--- src/verilog/cache_pkg.sv ---
////////////////////
// shared types for the L1 directory
// operation codes, MESI states, way and age types
// request, lookup, update and response structs
////////////////////

package cache_pkg;

	localparam int ADDR_W   = 32;	// request address width
	localparam int OFFSET_W = 6;	// byte offset in a 64-byte line
	localparam int WAYS     = 4;

	////////////////////
	// command set, same numbering as the trace format
	typedef enum logic [3:0] {
		OP_READ  = 4'd0,	// read data request to L1 data cache
		OP_WRITE = 4'd1,	// write data request to L1 data cache
		OP_FETCH = 4'd2,	// instruction fetch
		OP_INVAL = 4'd3,	// invalidate command from L2
		OP_SNOOP = 4'd4,	// data request from L2 (snoop)
		OP_CLEAR = 4'd8		// clear the cache and reset all state
	} op_t;

	// 00 invalid, 01 shared, 10 exclusive, 11 modified
	typedef enum logic [1:0] {
		MESI_I = 2'b00,
		MESI_S = 2'b01,
		MESI_E = 2'b10,
		MESI_M = 2'b11
	} mesi_t;

	typedef logic [1:0] way_t;
	typedef logic [1:0] age_t;	// 0 = least recently used, 3 = most recently used

	typedef mesi_t [WAYS-1:0] way_states_t;	// state of each way in one set
	typedef age_t [WAYS-1:0] lru_ages_t;	// age of each way in one set

	////////////////////
	// interface structs
	typedef struct packed {
		op_t              op;
		logic [ADDR_W-1:0] addr;
	} dir_req_t;	// 36 bits

	typedef struct packed {
		logic        hit;
		way_t        hit_way;
		way_states_t way_states;
	} lookup_t;	// 11 bits

	typedef struct packed {
		logic  state_wr;	// write state and tag of one way
		way_t  way;
		mesi_t state;
		logic  touch;		// make way most recently used
		logic  clear;		// back to reset contents
	} dir_update_t;	// 7 bits

	typedef struct packed {
		logic  hit;
		way_t  way;
		mesi_t old_state;	// chosen way before the request
		mesi_t new_state;
		logic  writeback;	// modified line leaves or is handed to L2
	} dir_rsp_t;	// 8 bits

endpackage

--- src/verilog/set_array.sv ---
////////////////////
// per-set register array with generic entry type
// combinational read, one synchronous write port
// whole-array clear
////////////////////

module set_array #(
	parameter type    entry_t   = logic [7:0],
	parameter int     DEPTH     = 16,
	parameter entry_t RESET_VAL = '0
) (
	input  logic                     clk,
	input  logic                     reset_n,
	input  logic                     clear,		// sync load of RESET_VAL everywhere
	input  logic [$clog2(DEPTH)-1:0] rd_index,
	input  logic [$clog2(DEPTH)-1:0] wr_index,
	input  logic                     wr_en,
	input  entry_t                   wr_data,
	output entry_t                   rd_data
);

	entry_t mem [DEPTH];	// one entry per set

	always_ff @(posedge clk or negedge reset_n) begin
		if (!reset_n) begin
			for (int i = 0; i < DEPTH; i++) mem[i] <= RESET_VAL;
		end else if (clear) begin
			for (int i = 0; i < DEPTH; i++) mem[i] <= RESET_VAL;
		end else if (wr_en) begin
			mem[wr_index] <= wr_data;
		end
	end

	assign rd_data = mem[rd_index];	// async read, same cycle as the address

	// a clear request never carries a line write with it
	a_clear_excl_write: assert property (
		@(posedge clk) disable iff (!reset_n)
		!(clear && wr_en)
	);

endmodule

--- src/verilog/way_lookup.sv ---
////////////////////
// tag and MESI storage for the four ways
// hit detection on the requested set
////////////////////

module way_lookup import cache_pkg::*; #(
	parameter int SET_BITS = 4
) (
	input  logic              clk,
	input  logic              reset_n,
	input  logic [ADDR_W-1:0] addr,
	input  dir_update_t       upd,
	output lookup_t           lookup
);

	localparam int TAG_W = ADDR_W - OFFSET_W - SET_BITS;
	localparam int SETS  = 1 << SET_BITS;

	// one stored line per way and set
	typedef struct packed {
		logic [TAG_W-1:0] tag;
		mesi_t            state;
	} line_t;

	localparam line_t LINE_INIT = '{tag: '0, state: MESI_I};

	logic [SET_BITS-1:0] set_idx;
	logic [TAG_W-1:0]    addr_tag;
	line_t               rd_line [WAYS];
	line_t               wr_line;
	logic [WAYS-1:0]     match;		// per way tag hit

	assign set_idx  = addr[OFFSET_W +: SET_BITS];
	assign addr_tag = addr[ADDR_W-1 -: TAG_W];

	// invalid still keeps the tag
	assign wr_line = '{tag: addr_tag, state: upd.state};

	////////////////////
	// storage, one array per way
	for (genvar w = 0; w < WAYS; w++) begin : g_way
		set_array #(
			.entry_t   (line_t),
			.DEPTH     (SETS),
			.RESET_VAL (LINE_INIT)
		) u_lines (
			.clk      (clk),
			.reset_n  (reset_n),
			.clear    (upd.clear),
			.rd_index (set_idx),
			.wr_index (set_idx),
			.wr_en    (upd.state_wr && (upd.way == way_t'(w))),	// only the chosen way
			.wr_data  (wr_line),
			.rd_data  (rd_line[w])
		);

		assign match[w] = (rd_line[w].state != MESI_I) && (rd_line[w].tag == addr_tag);
	end

	////////////////////
	// hit and way encode
	always_comb begin
		lookup.hit     = |match;
		lookup.hit_way = '0;
		for (int w = 0; w < WAYS; w++) begin
			lookup.way_states[w] = rd_line[w].state;
			if (match[w]) lookup.hit_way = way_t'(w);
		end
	end

	// the allocation rules must never leave two valid copies of a tag in one set
	a_single_match: assert property (
		@(posedge clk) disable iff (!reset_n)
		$onehot0(match)
	);

endmodule

--- src/verilog/lru_tracker.sv ---
////////////////////
// LRU ages for each set
// victim selection and age update on touch
////////////////////

module lru_tracker import cache_pkg::*; #(
	parameter int SET_BITS = 4
) (
	input  logic              clk,
	input  logic              reset_n,
	input  logic [ADDR_W-1:0] addr,
	input  dir_update_t       upd,
	output way_t              victim_way
);

	localparam int SETS = 1 << SET_BITS;

	// way i starts with age i
	localparam lru_ages_t AGE_INIT = {2'd3, 2'd2, 2'd1, 2'd0};
	localparam age_t      AGE_MRU  = age_t'(WAYS - 1);

	logic [SET_BITS-1:0] set_idx;
	lru_ages_t           ages;		// addressed set, current
	lru_ages_t           ages_next;	// after a touch of upd.way
	age_t                touched_age;
	logic [WAYS-1:0]     age_seen;	// one bit per age value present

	assign set_idx = addr[OFFSET_W +: SET_BITS];

	set_array #(
		.entry_t   (lru_ages_t),
		.DEPTH     (SETS),
		.RESET_VAL (AGE_INIT)
	) u_ages (
		.clk      (clk),
		.reset_n  (reset_n),
		.clear    (upd.clear),
		.rd_index (set_idx),
		.wr_index (set_idx),
		.wr_en    (upd.touch),
		.wr_data  (ages_next),
		.rd_data  (ages)
	);

	////////////////////
	// victim = the way at age 0
	always_comb begin
		victim_way = '0;
		for (int w = 0; w < WAYS; w++) begin
			if (ages[w] == '0) victim_way = way_t'(w);
		end
	end

	// touched way -> MRU, ways above its old age slide down one
	always_comb begin
		touched_age = ages[upd.way];
		age_seen    = '0;
		for (int w = 0; w < WAYS; w++) begin
			age_seen[ages[w]] = 1'b1;
			if (upd.way == way_t'(w))
				ages_next[w] = AGE_MRU;
			else if (ages[w] > touched_age)
				ages_next[w] = ages[w] - age_t'(1);
			else
				ages_next[w] = ages[w];
		end
	end

	// each access sees a full LRU order, one way per age
	a_ages_perm: assert property (
		@(posedge clk) disable iff (!reset_n)
		upd.touch |-> (&age_seen)
	);

endmodule

--- src/verilog/mesi_controller.sv ---
////////////////////
// way choice and MESI next-state rules
// update commands to tag and LRU storage
// registered response with one cycle latency
////////////////////

module mesi_controller import cache_pkg::*; (
	input  logic        clk,
	input  logic        reset_n,
	input  logic        req_valid,
	input  dir_req_t    req,
	input  logic        shared_in,	// another cache holds the line
	input  lookup_t     lookup,
	input  way_t        victim_way,
	output dir_update_t upd,
	output logic        rsp_valid,
	output dir_rsp_t    rsp
);

	logic     op_known;	// op is in the command set
	logic     is_access;	// read, write or fetch
	way_t     alloc_way;
	mesi_t    hit_state;
	dir_rsp_t rsp_next;

	assign hit_state = lookup.way_states[lookup.hit_way];

	always_comb begin
		op_known  = 1'b0;
		is_access = 1'b0;
		case (req.op)
			OP_READ, OP_WRITE, OP_FETCH: begin
				op_known  = 1'b1;
				is_access = 1'b1;
			end
			OP_INVAL, OP_SNOOP, OP_CLEAR: op_known = 1'b1;
			default: op_known = 1'b0;	// print and unused codes are dropped
		endcase
	end

	// lowest invalid way first and the LRU victim when the set is full
	always_comb begin
		alloc_way = victim_way;
		for (int w = WAYS - 1; w >= 0; w--) begin
			if (lookup.way_states[w] == MESI_I) alloc_way = way_t'(w);
		end
	end

	////////////////////
	// next state and response
	always_comb begin
		rsp_next = '{hit: lookup.hit, way: '0, old_state: MESI_I,
			new_state: MESI_I, writeback: 1'b0};
		if (req.op == OP_CLEAR) begin
			rsp_next.hit = 1'b0;	// clear reports nothing about the line
		end else if (lookup.hit) begin
			rsp_next.way       = lookup.hit_way;
			rsp_next.old_state = hit_state;
			case (req.op)
				OP_WRITE: rsp_next.new_state = MESI_M;
				OP_INVAL: rsp_next.new_state = MESI_I;
				OP_SNOOP: begin
					rsp_next.new_state = MESI_S;		// M and E drop to shared
					rsp_next.writeback = (hit_state == MESI_M);	// dirty data goes to L2
				end
				default: rsp_next.new_state = hit_state;	// read and fetch keep state
			endcase
		end else if (is_access) begin
			// an allocating miss evicts the old contents
			rsp_next.way       = alloc_way;
			rsp_next.old_state = lookup.way_states[alloc_way];
			rsp_next.writeback = (lookup.way_states[alloc_way] == MESI_M);
			if (req.op == OP_WRITE)
				rsp_next.new_state = MESI_M;	// RFO
			else
				rsp_next.new_state = shared_in ? MESI_S : MESI_E;
		end
	end

	////////////////////
	// update commands land at the edge that ends the request cycle
	always_comb begin
		upd          = '0;
		upd.way      = rsp_next.way;
		upd.state    = rsp_next.new_state;
		if (req_valid) begin
			upd.clear    = (req.op == OP_CLEAR);
			upd.state_wr = op_known && (req.op != OP_CLEAR) && (lookup.hit || is_access);
			upd.touch    = is_access;
		end
	end

	always_ff @(posedge clk or negedge reset_n) begin
		if (!reset_n) begin
			rsp_valid <= 1'b0;
		end else begin
			rsp_valid <= req_valid && op_known;
		end
	end

	always_ff @(posedge clk) begin
		rsp <= rsp_next;	// payload that goes with rsp_valid
	end

	// a response follows its request by one cycle and never reports a hit on an invalid line
	a_rsp_follows_req: assert property (
		@(posedge clk) disable iff (!reset_n)
		rsp_valid |-> $past(req_valid) && !(rsp.hit && rsp.old_state == MESI_I)
	);

endmodule

--- src/verilog/l1_directory.sv ---
////////////////////
// L1 directory top level, 4-way set associative
// tag lookup and LRU side by side, MESI controller on top
////////////////////

module l1_directory import cache_pkg::*; #(
	parameter int SET_BITS = 4	// 16 sets by default
) (
	input  logic     clk,
	input  logic     reset_n,
	input  logic     req_valid,	// one-cycle strobe
	input  dir_req_t req,
	input  logic     shared_in,
	output logic     rsp_valid,	// one cycle after req_valid
	output dir_rsp_t rsp
);

	lookup_t     lookup;		// hit and way states of the addressed set
	way_t        victim_way;	// LRU way of the addressed set
	dir_update_t upd;		// writes back into both parts

	////////////////////
	// tag and state storage
	way_lookup #(
		.SET_BITS (SET_BITS)
	) u_way_lookup (
		.clk     (clk),
		.reset_n (reset_n),
		.addr    (req.addr),
		.upd     (upd),
		.lookup  (lookup)
	);

	// replacement order
	lru_tracker #(
		.SET_BITS (SET_BITS)
	) u_lru_tracker (
		.clk        (clk),
		.reset_n    (reset_n),
		.addr       (req.addr),
		.upd        (upd),
		.victim_way (victim_way)
	);

	////////////////////
	// protocol decisions and response
	mesi_controller u_mesi_controller (
		.clk        (clk),
		.reset_n    (reset_n),
		.req_valid  (req_valid),
		.req        (req),
		.shared_in  (shared_in),
		.lookup     (lookup),
		.victim_way (victim_way),
		.upd        (upd),
		.rsp_valid  (rsp_valid),
		.rsp        (rsp)
	);

endmodule

--- config.mk ---
export PLATFORM = sky130hd
export DESIGN_NAME = l1_directory
export DESIGN_NICKNAME = d
export VERILOG_FILES = /design/src/verilog/cache_pkg.sv /design/src/verilog/set_array.sv /design/src/verilog/way_lookup.sv /design/src/verilog/lru_tracker.sv /design/src/verilog/mesi_controller.sv /design/src/verilog/l1_directory.sv
export SDC_FILE = /design/constraint.sdc
export NUM_CORES = 2
export LEC_CHECK = 0
export ABC_AREA = 1
export ABC_CLOCK_PERIOD_IN_PS = 5200
export BUFFER_PORTS_ARGS = -buffer_cell sky130_fd_sc_hd__buf_2
export CAP_MARGIN = 20
export CORE_MARGIN = 2
export CORE_UTILIZATION = 51
export CTS_CLUSTER_SIZE = 12
export DETAILED_ROUTE_END_ITERATION = 8
export PLACE_DENSITY = 0.64
export SYNTH_ARGS = -nofsm -noshare
export SYNTH_HDL_FRONTEND = slang
export SYNTH_SLANG_ARGS = --single-unit
--- constraint.sdc ---
create_clock -name clk -period 5.2 [get_ports clk]
set_input_delay 0 -clock clk [delete_from_list [all_inputs] [get_ports clk]]
set_output_delay 0 -clock clk [all_outputs]
set_load 0.01 [all_outputs]
==> impl_metrics.prom <==
# TYPE chip_impl_metric gauge
chip_impl_info{name="outcome",value="finished clean"} 1
chip_impl_metric{name="post_synth_edffs",unit=""} 0
chip_impl_metric{name="synth.cell_area",unit="mm²"} 0.08476
chip_impl_metric{name="total_leakage_power",unit="nW"} 55.22
chip_impl_metric{name="layout-drive-gt1-share",unit="%"} 6.996
chip_impl_metric{name="power.density_cell_area",unit="mW/mm²"} 309.8
chip_impl_metric{name="crit_path_max_fanout",unit=""} 16
chip_impl_metric{name="synth.yosys.warnings",unit=""} 0
chip_impl_metric{name="fp.dieH",unit="µm"} 411.7
chip_impl_metric{name="synthDominantCellAreaShare",unit="%"} 47.27
chip_impl_metric{name="num_io_pins",unit=""} 49
chip_impl_metric{name="multi_input_area",unit="mm²"} 0.03883
chip_impl_metric{name="syn_nets",unit=""} 12530
chip_impl_metric{name="totalWireLength",unit="mm"} 374.8
chip_impl_metric{name="initial_antenna_violation_count",unit=""} 23
chip_impl_info{name="worst_setup_path_end_kind",value="flop"} 1
chip_impl_metric{name="start_util",unit="%"} 51.37
chip_impl_metric{name="timing.setup.tns",unit="ns"} 0
chip_impl_info{name="worstHoldPathType",value="in -> reg"} 1
chip_impl_metric{name="final_worst_path_period_share",unit="%"} 93.37
chip_impl_metric{name="total_gr_overflow",unit=""} 0
chip_impl_metric{name="final.fill_count",unit=""} 15840
chip_impl_metric{name="postSynth.asyncResetShare",unit="%"} 99.52
chip_impl_metric{name="power.ir.vdd_worst",unit="mV"} 0.4018
chip_impl_metric{name="first_global_vias",unit=""} 78430
chip_impl_metric{name="grt_pass1_wl",unit="mm"} 543.0
chip_impl_metric{name="timing.slew.headroom",unit="%"} 14.74
chip_impl_metric{name="totalPowerFinal",unit="mW"} 29.71
chip_impl_metric{name="io_buffers",unit=""} 42
chip_impl_metric{name="cts.clk_slew.worst_paths",unit="ns"} 0.06
chip_impl_metric{name="report.final.setup_viol",unit=""} 0
chip_impl_info{name="synth_top_flop_cell",value="sky130_fd_sc_hd__dfrtp_1"} 1
chip_impl_metric{name="ctsLongestPathBuffers",unit=""} 3
chip_impl_metric{name="final_antenna_net_count",unit=""} 0
chip_impl_metric{name="timing.fmax",unit="MHz"} 206.0
chip_impl_metric{name="min_period",unit="ns"} 4.855
chip_impl_info{name="clockRootBuffer",value="sky130_fd_sc_hd__clkbuf_16"} 1
chip_impl_metric{name="share_of_synthesized_area_occupied_by_flip_flops_and_latches",unit="%"} 49.44
chip_impl_metric{name="dp_hpwl",unit="mm"} 246.5
chip_impl_metric{name="worst_path_buf_inv",unit=""} 7
chip_impl_info{name="worstSetupStartpointType",value="flop"} 1
chip_impl_metric{name="grt_max_degree",unit=""} 157
chip_impl_metric{name="clock-skew-final",unit="ns"} 0.03321
chip_impl_metric{name="synthesis_stage_register_bit_count",unit=""} 1673
chip_impl_metric{name="delay_of_the_slowest_cell_on_the_worst_path",unit="ns"} 0.39
chip_impl_info{name="critPathTopFamily",value="simple AND/OR/NAND/NOR gates"} 1
chip_impl_metric{name="cts_buf_count",unit=""} 183
chip_impl_metric{name="worst_slew_pin_slew",unit="ns"} 1.265
chip_impl_metric{name="route.detailed.wl_per_inst",unit="µm"} 25.31
chip_impl_metric{name="cts.sinks",unit=""} 1673
chip_impl_metric{name="avgSynthCellArea",unit="µm²"} 6.794
chip_impl_metric{name="syn-instance-count",unit=""} 12480
chip_impl_metric{name="post_layout_util",unit="%"} 58.13
chip_impl_info{name="netlist.top_cell.by_area",value="sky130_fd_sc_hd__dfrtp_1"} 1
chip_impl_info{name="worst-setup-path-type",value="reg -> reg"} 1
chip_impl_metric{name="tritonroute_pass_1_iters",unit=""} 7
chip_impl_metric{name="cts.htree.levels",unit=""} 4
chip_impl_metric{name="finalHoldViolations",unit=""} 0
chip_impl_metric{name="synth.lib_cells_used.distinct",unit=""} 43
chip_impl_metric{name="route.detailed.vias_per_inst",unit=""} 5.738
chip_impl_metric{name="maxSlewViolCount",unit=""} 0
chip_impl_metric{name="sequential_cell_area",unit="mm²"} 0.04191
chip_impl_metric{name="layoutNonFillerInstCount",unit=""} 14810
chip_impl_metric{name="holdWs",unit="ns"} 0.1272
chip_impl_info{name="ys_top_cells_by_area",value="sky130_fd_sc_hd__dfrtp_1 47%, sky130_fd_sc_hd__nand2_1 38%, sky130_fd_sc_hd__nor2_1 2.6%, sky130_fd_sc_hd__buf_2 2.0%, sky130_fd_sc_hd__dfstp_2 2.0%"} 1
chip_impl_metric{name="critical_path_arrival",unit="ns"} 5.65
chip_impl_info{name="slowest_stage",value="sky130_fd_sc_hd__o21ai_0"} 1
chip_impl_metric{name="syn_to_final_growth",unit="%"} 13.15
chip_impl_metric{name="critical_path_required",unit="ns"} 5.99
chip_impl_metric{name="fin_nets",unit=""} 12520
chip_impl_metric{name="detailedRoute.firstIterationViolations",unit=""} 12380
chip_impl_metric{name="clk_latency",unit="ns"} 0.88
chip_impl_info{name="critical_path.most_common_cell",value="sky130_fd_sc_hd__nand2_1"} 1
chip_impl_metric{name="rows",unit=""} 149
chip_impl_info{name="grt_setup_unrepaired",value="no"} 1
chip_impl_metric{name="dieArea",unit="mm²"} 0.1695
chip_impl_metric{name="grt_use_total",unit="%"} 44.01
chip_impl_metric{name="count_of_placed_standard_cells_including_taps",unit=""} 14450
chip_impl_metric{name="die_width",unit="µm"} 411.7
chip_impl_metric{name="core",unit="mm²"} 0.1650
chip_impl_metric{name="drc_errors",unit=""} 0
chip_impl_metric{name="timing.max_cap.violations",unit=""} 0
chip_impl_metric{name="route.vias.total",unit=""} 84970
chip_impl_metric{name="gp_routability_congestion",unit=""} 1.105
chip_impl_info{name="tritoncts",value="done"} 1
==> cell usage after synthesis, drive strengths merged (2+ instances only) <==
cell type	instances
xor2	2
nand3	191
a21o	4
o21ai	240
a21oi	52
clkinv	4
o2111ai	2
clkbuf	251
nor2	607
buf	459
nor3	6
nor4	5
xnor2	2
o22ai	16
inv	195
or2	2
a21boi	2
ha	11
dfxtp	8
nor3b	2
nand4	160
nand2	8520
dfrtp	1601
dfstp	64
a22oi	49
a22o	16
==> cell usage in the layout (no fill, tap or decap), types with 61 or more instances in the layout <==
cell                        instances
sky130_fd_sc_hd__nand2_1         8494
sky130_fd_sc_hd__dfrtp_1         1601
sky130_fd_sc_hd__nor2_1           596
sky130_fd_sc_hd__buf_4            300
sky130_fd_sc_hd__clkbuf_16        192
sky130_fd_sc_hd__nand3_1          189
sky130_fd_sc_hd__inv_1            185
sky130_fd_sc_hd__o21ai_0          179
sky130_fd_sc_hd__nand4_1          160
sky130_fd_sc_hd__buf_12           150
sky130_fd_sc_hd__dfstp_2           64
sky130_fd_sc_hd__o21ai_1           61
==> cells by family after synthesis <==
group / share of synthesized area [%]
AOI/OAI and AO/OA: 2.554
xor gates and xnor gates: 0.04134
DFF: 49.44
buffers and inverters: 4.820
adders and majority gates: 0.1624
and+or+nand+nor: 42.98
==> what timing repair did <==
item                                   4_1_cts  5_1_grt
buffers inserted                             0        0
endpoints found under the hold margin     1001        0
setup endpoints to repair                    0       28
resized for setup                            0        4
hold buffers                                19        0
==> worst reg2reg max path, delay by kind of cell, from the launching register on <==
kind            cells  cell delay [ns]
buf+inv             7             0.97
compound gates      4             0.72
fa+ha+maj           1             0.29
simple gates       23             2.45
flops               1             0.38
==> path summary, 6_finish.rpt <==
path	from	to	slack [ns]	cells past startpoint
min in group asynchronous	reset_n	u_lru_tracker.u_ages.mem[69]	0.54	3
max in group asynchronous	reset_n	u_way_lookup.g_way[2].u_lines.mem[50]	3.52	5
worst max register to register	u_way_lookup.g_way[1].u_lines.mem[353]	u_lru_tracker.u_ages.mem[39]	0.34	35
worst min-delay path	req[7]	u_way_lookup.g_way[2].u_lines.mem[193]	0.13	6
worst min register to register	u_way_lookup.g_way[2].u_lines.mem[202]	u_way_lookup.g_way[2].u_lines.mem[202]	0.47	2
worst max-delay path	u_way_lookup.g_way[1].u_lines.mem[353]	u_lru_tracker.u_ages.mem[39]	0.34	35
==> state kept, by name, indices dropped and copies added, names as in the netlist <==
register	count
u_lru_tracker.u_ages.mem	128
u_mesi_controller.rsp_valid	1
u_way_lookup.g_way.u_lines.mem	1536
u_mesi_controller.rsp	8
==> layout make-up <==
class | instances | share of cell area [%]
Tap cell | 2189 | 2.856
Inverter | 199 | 0.8023
Sequential cell | 1673 | 43.69
Multi-Input combinational cell | 9894 | 40.49
Clock inverter | 40 | 0.3262
Clock buffer | 289 | 5.786
Antenna cell | 10 | 0.02609
Timing Repair Buffer | 513 | 6.017
==> routing by layer <==
metal  vias to the layer above  global-route usage [%]  share of wire, %
li1                      37970                       -                 -
met1                     40820                   58.58                39
met2                      5100                   62.88                42
met3                      1059                   13.31                13
met4                        22                   26.75               7.2
met5                         -                  0.8762             0.091
==> power by group <==
part	switching, mW	leakage (nW)	internal [mW]
logic	2.05	29.4	0.753
registers	0.269	22.9	13.6
clock network	5.62	2.90	7.39
total	7.93	55.2	21.8
==> through the flow <==
stage | area (µm²) | worst slack, ns
after floorplan | 84760 | 0.2321
after global placement | 89720 | -0.01836
after detailed placement | 89810 | 0.05382
after CTS | 95880 | 0.3163
after global routing | 95880 | 0.02578
final | 95910 | 0.3449
Note: power is estimated with default switching activity, not from simulation.
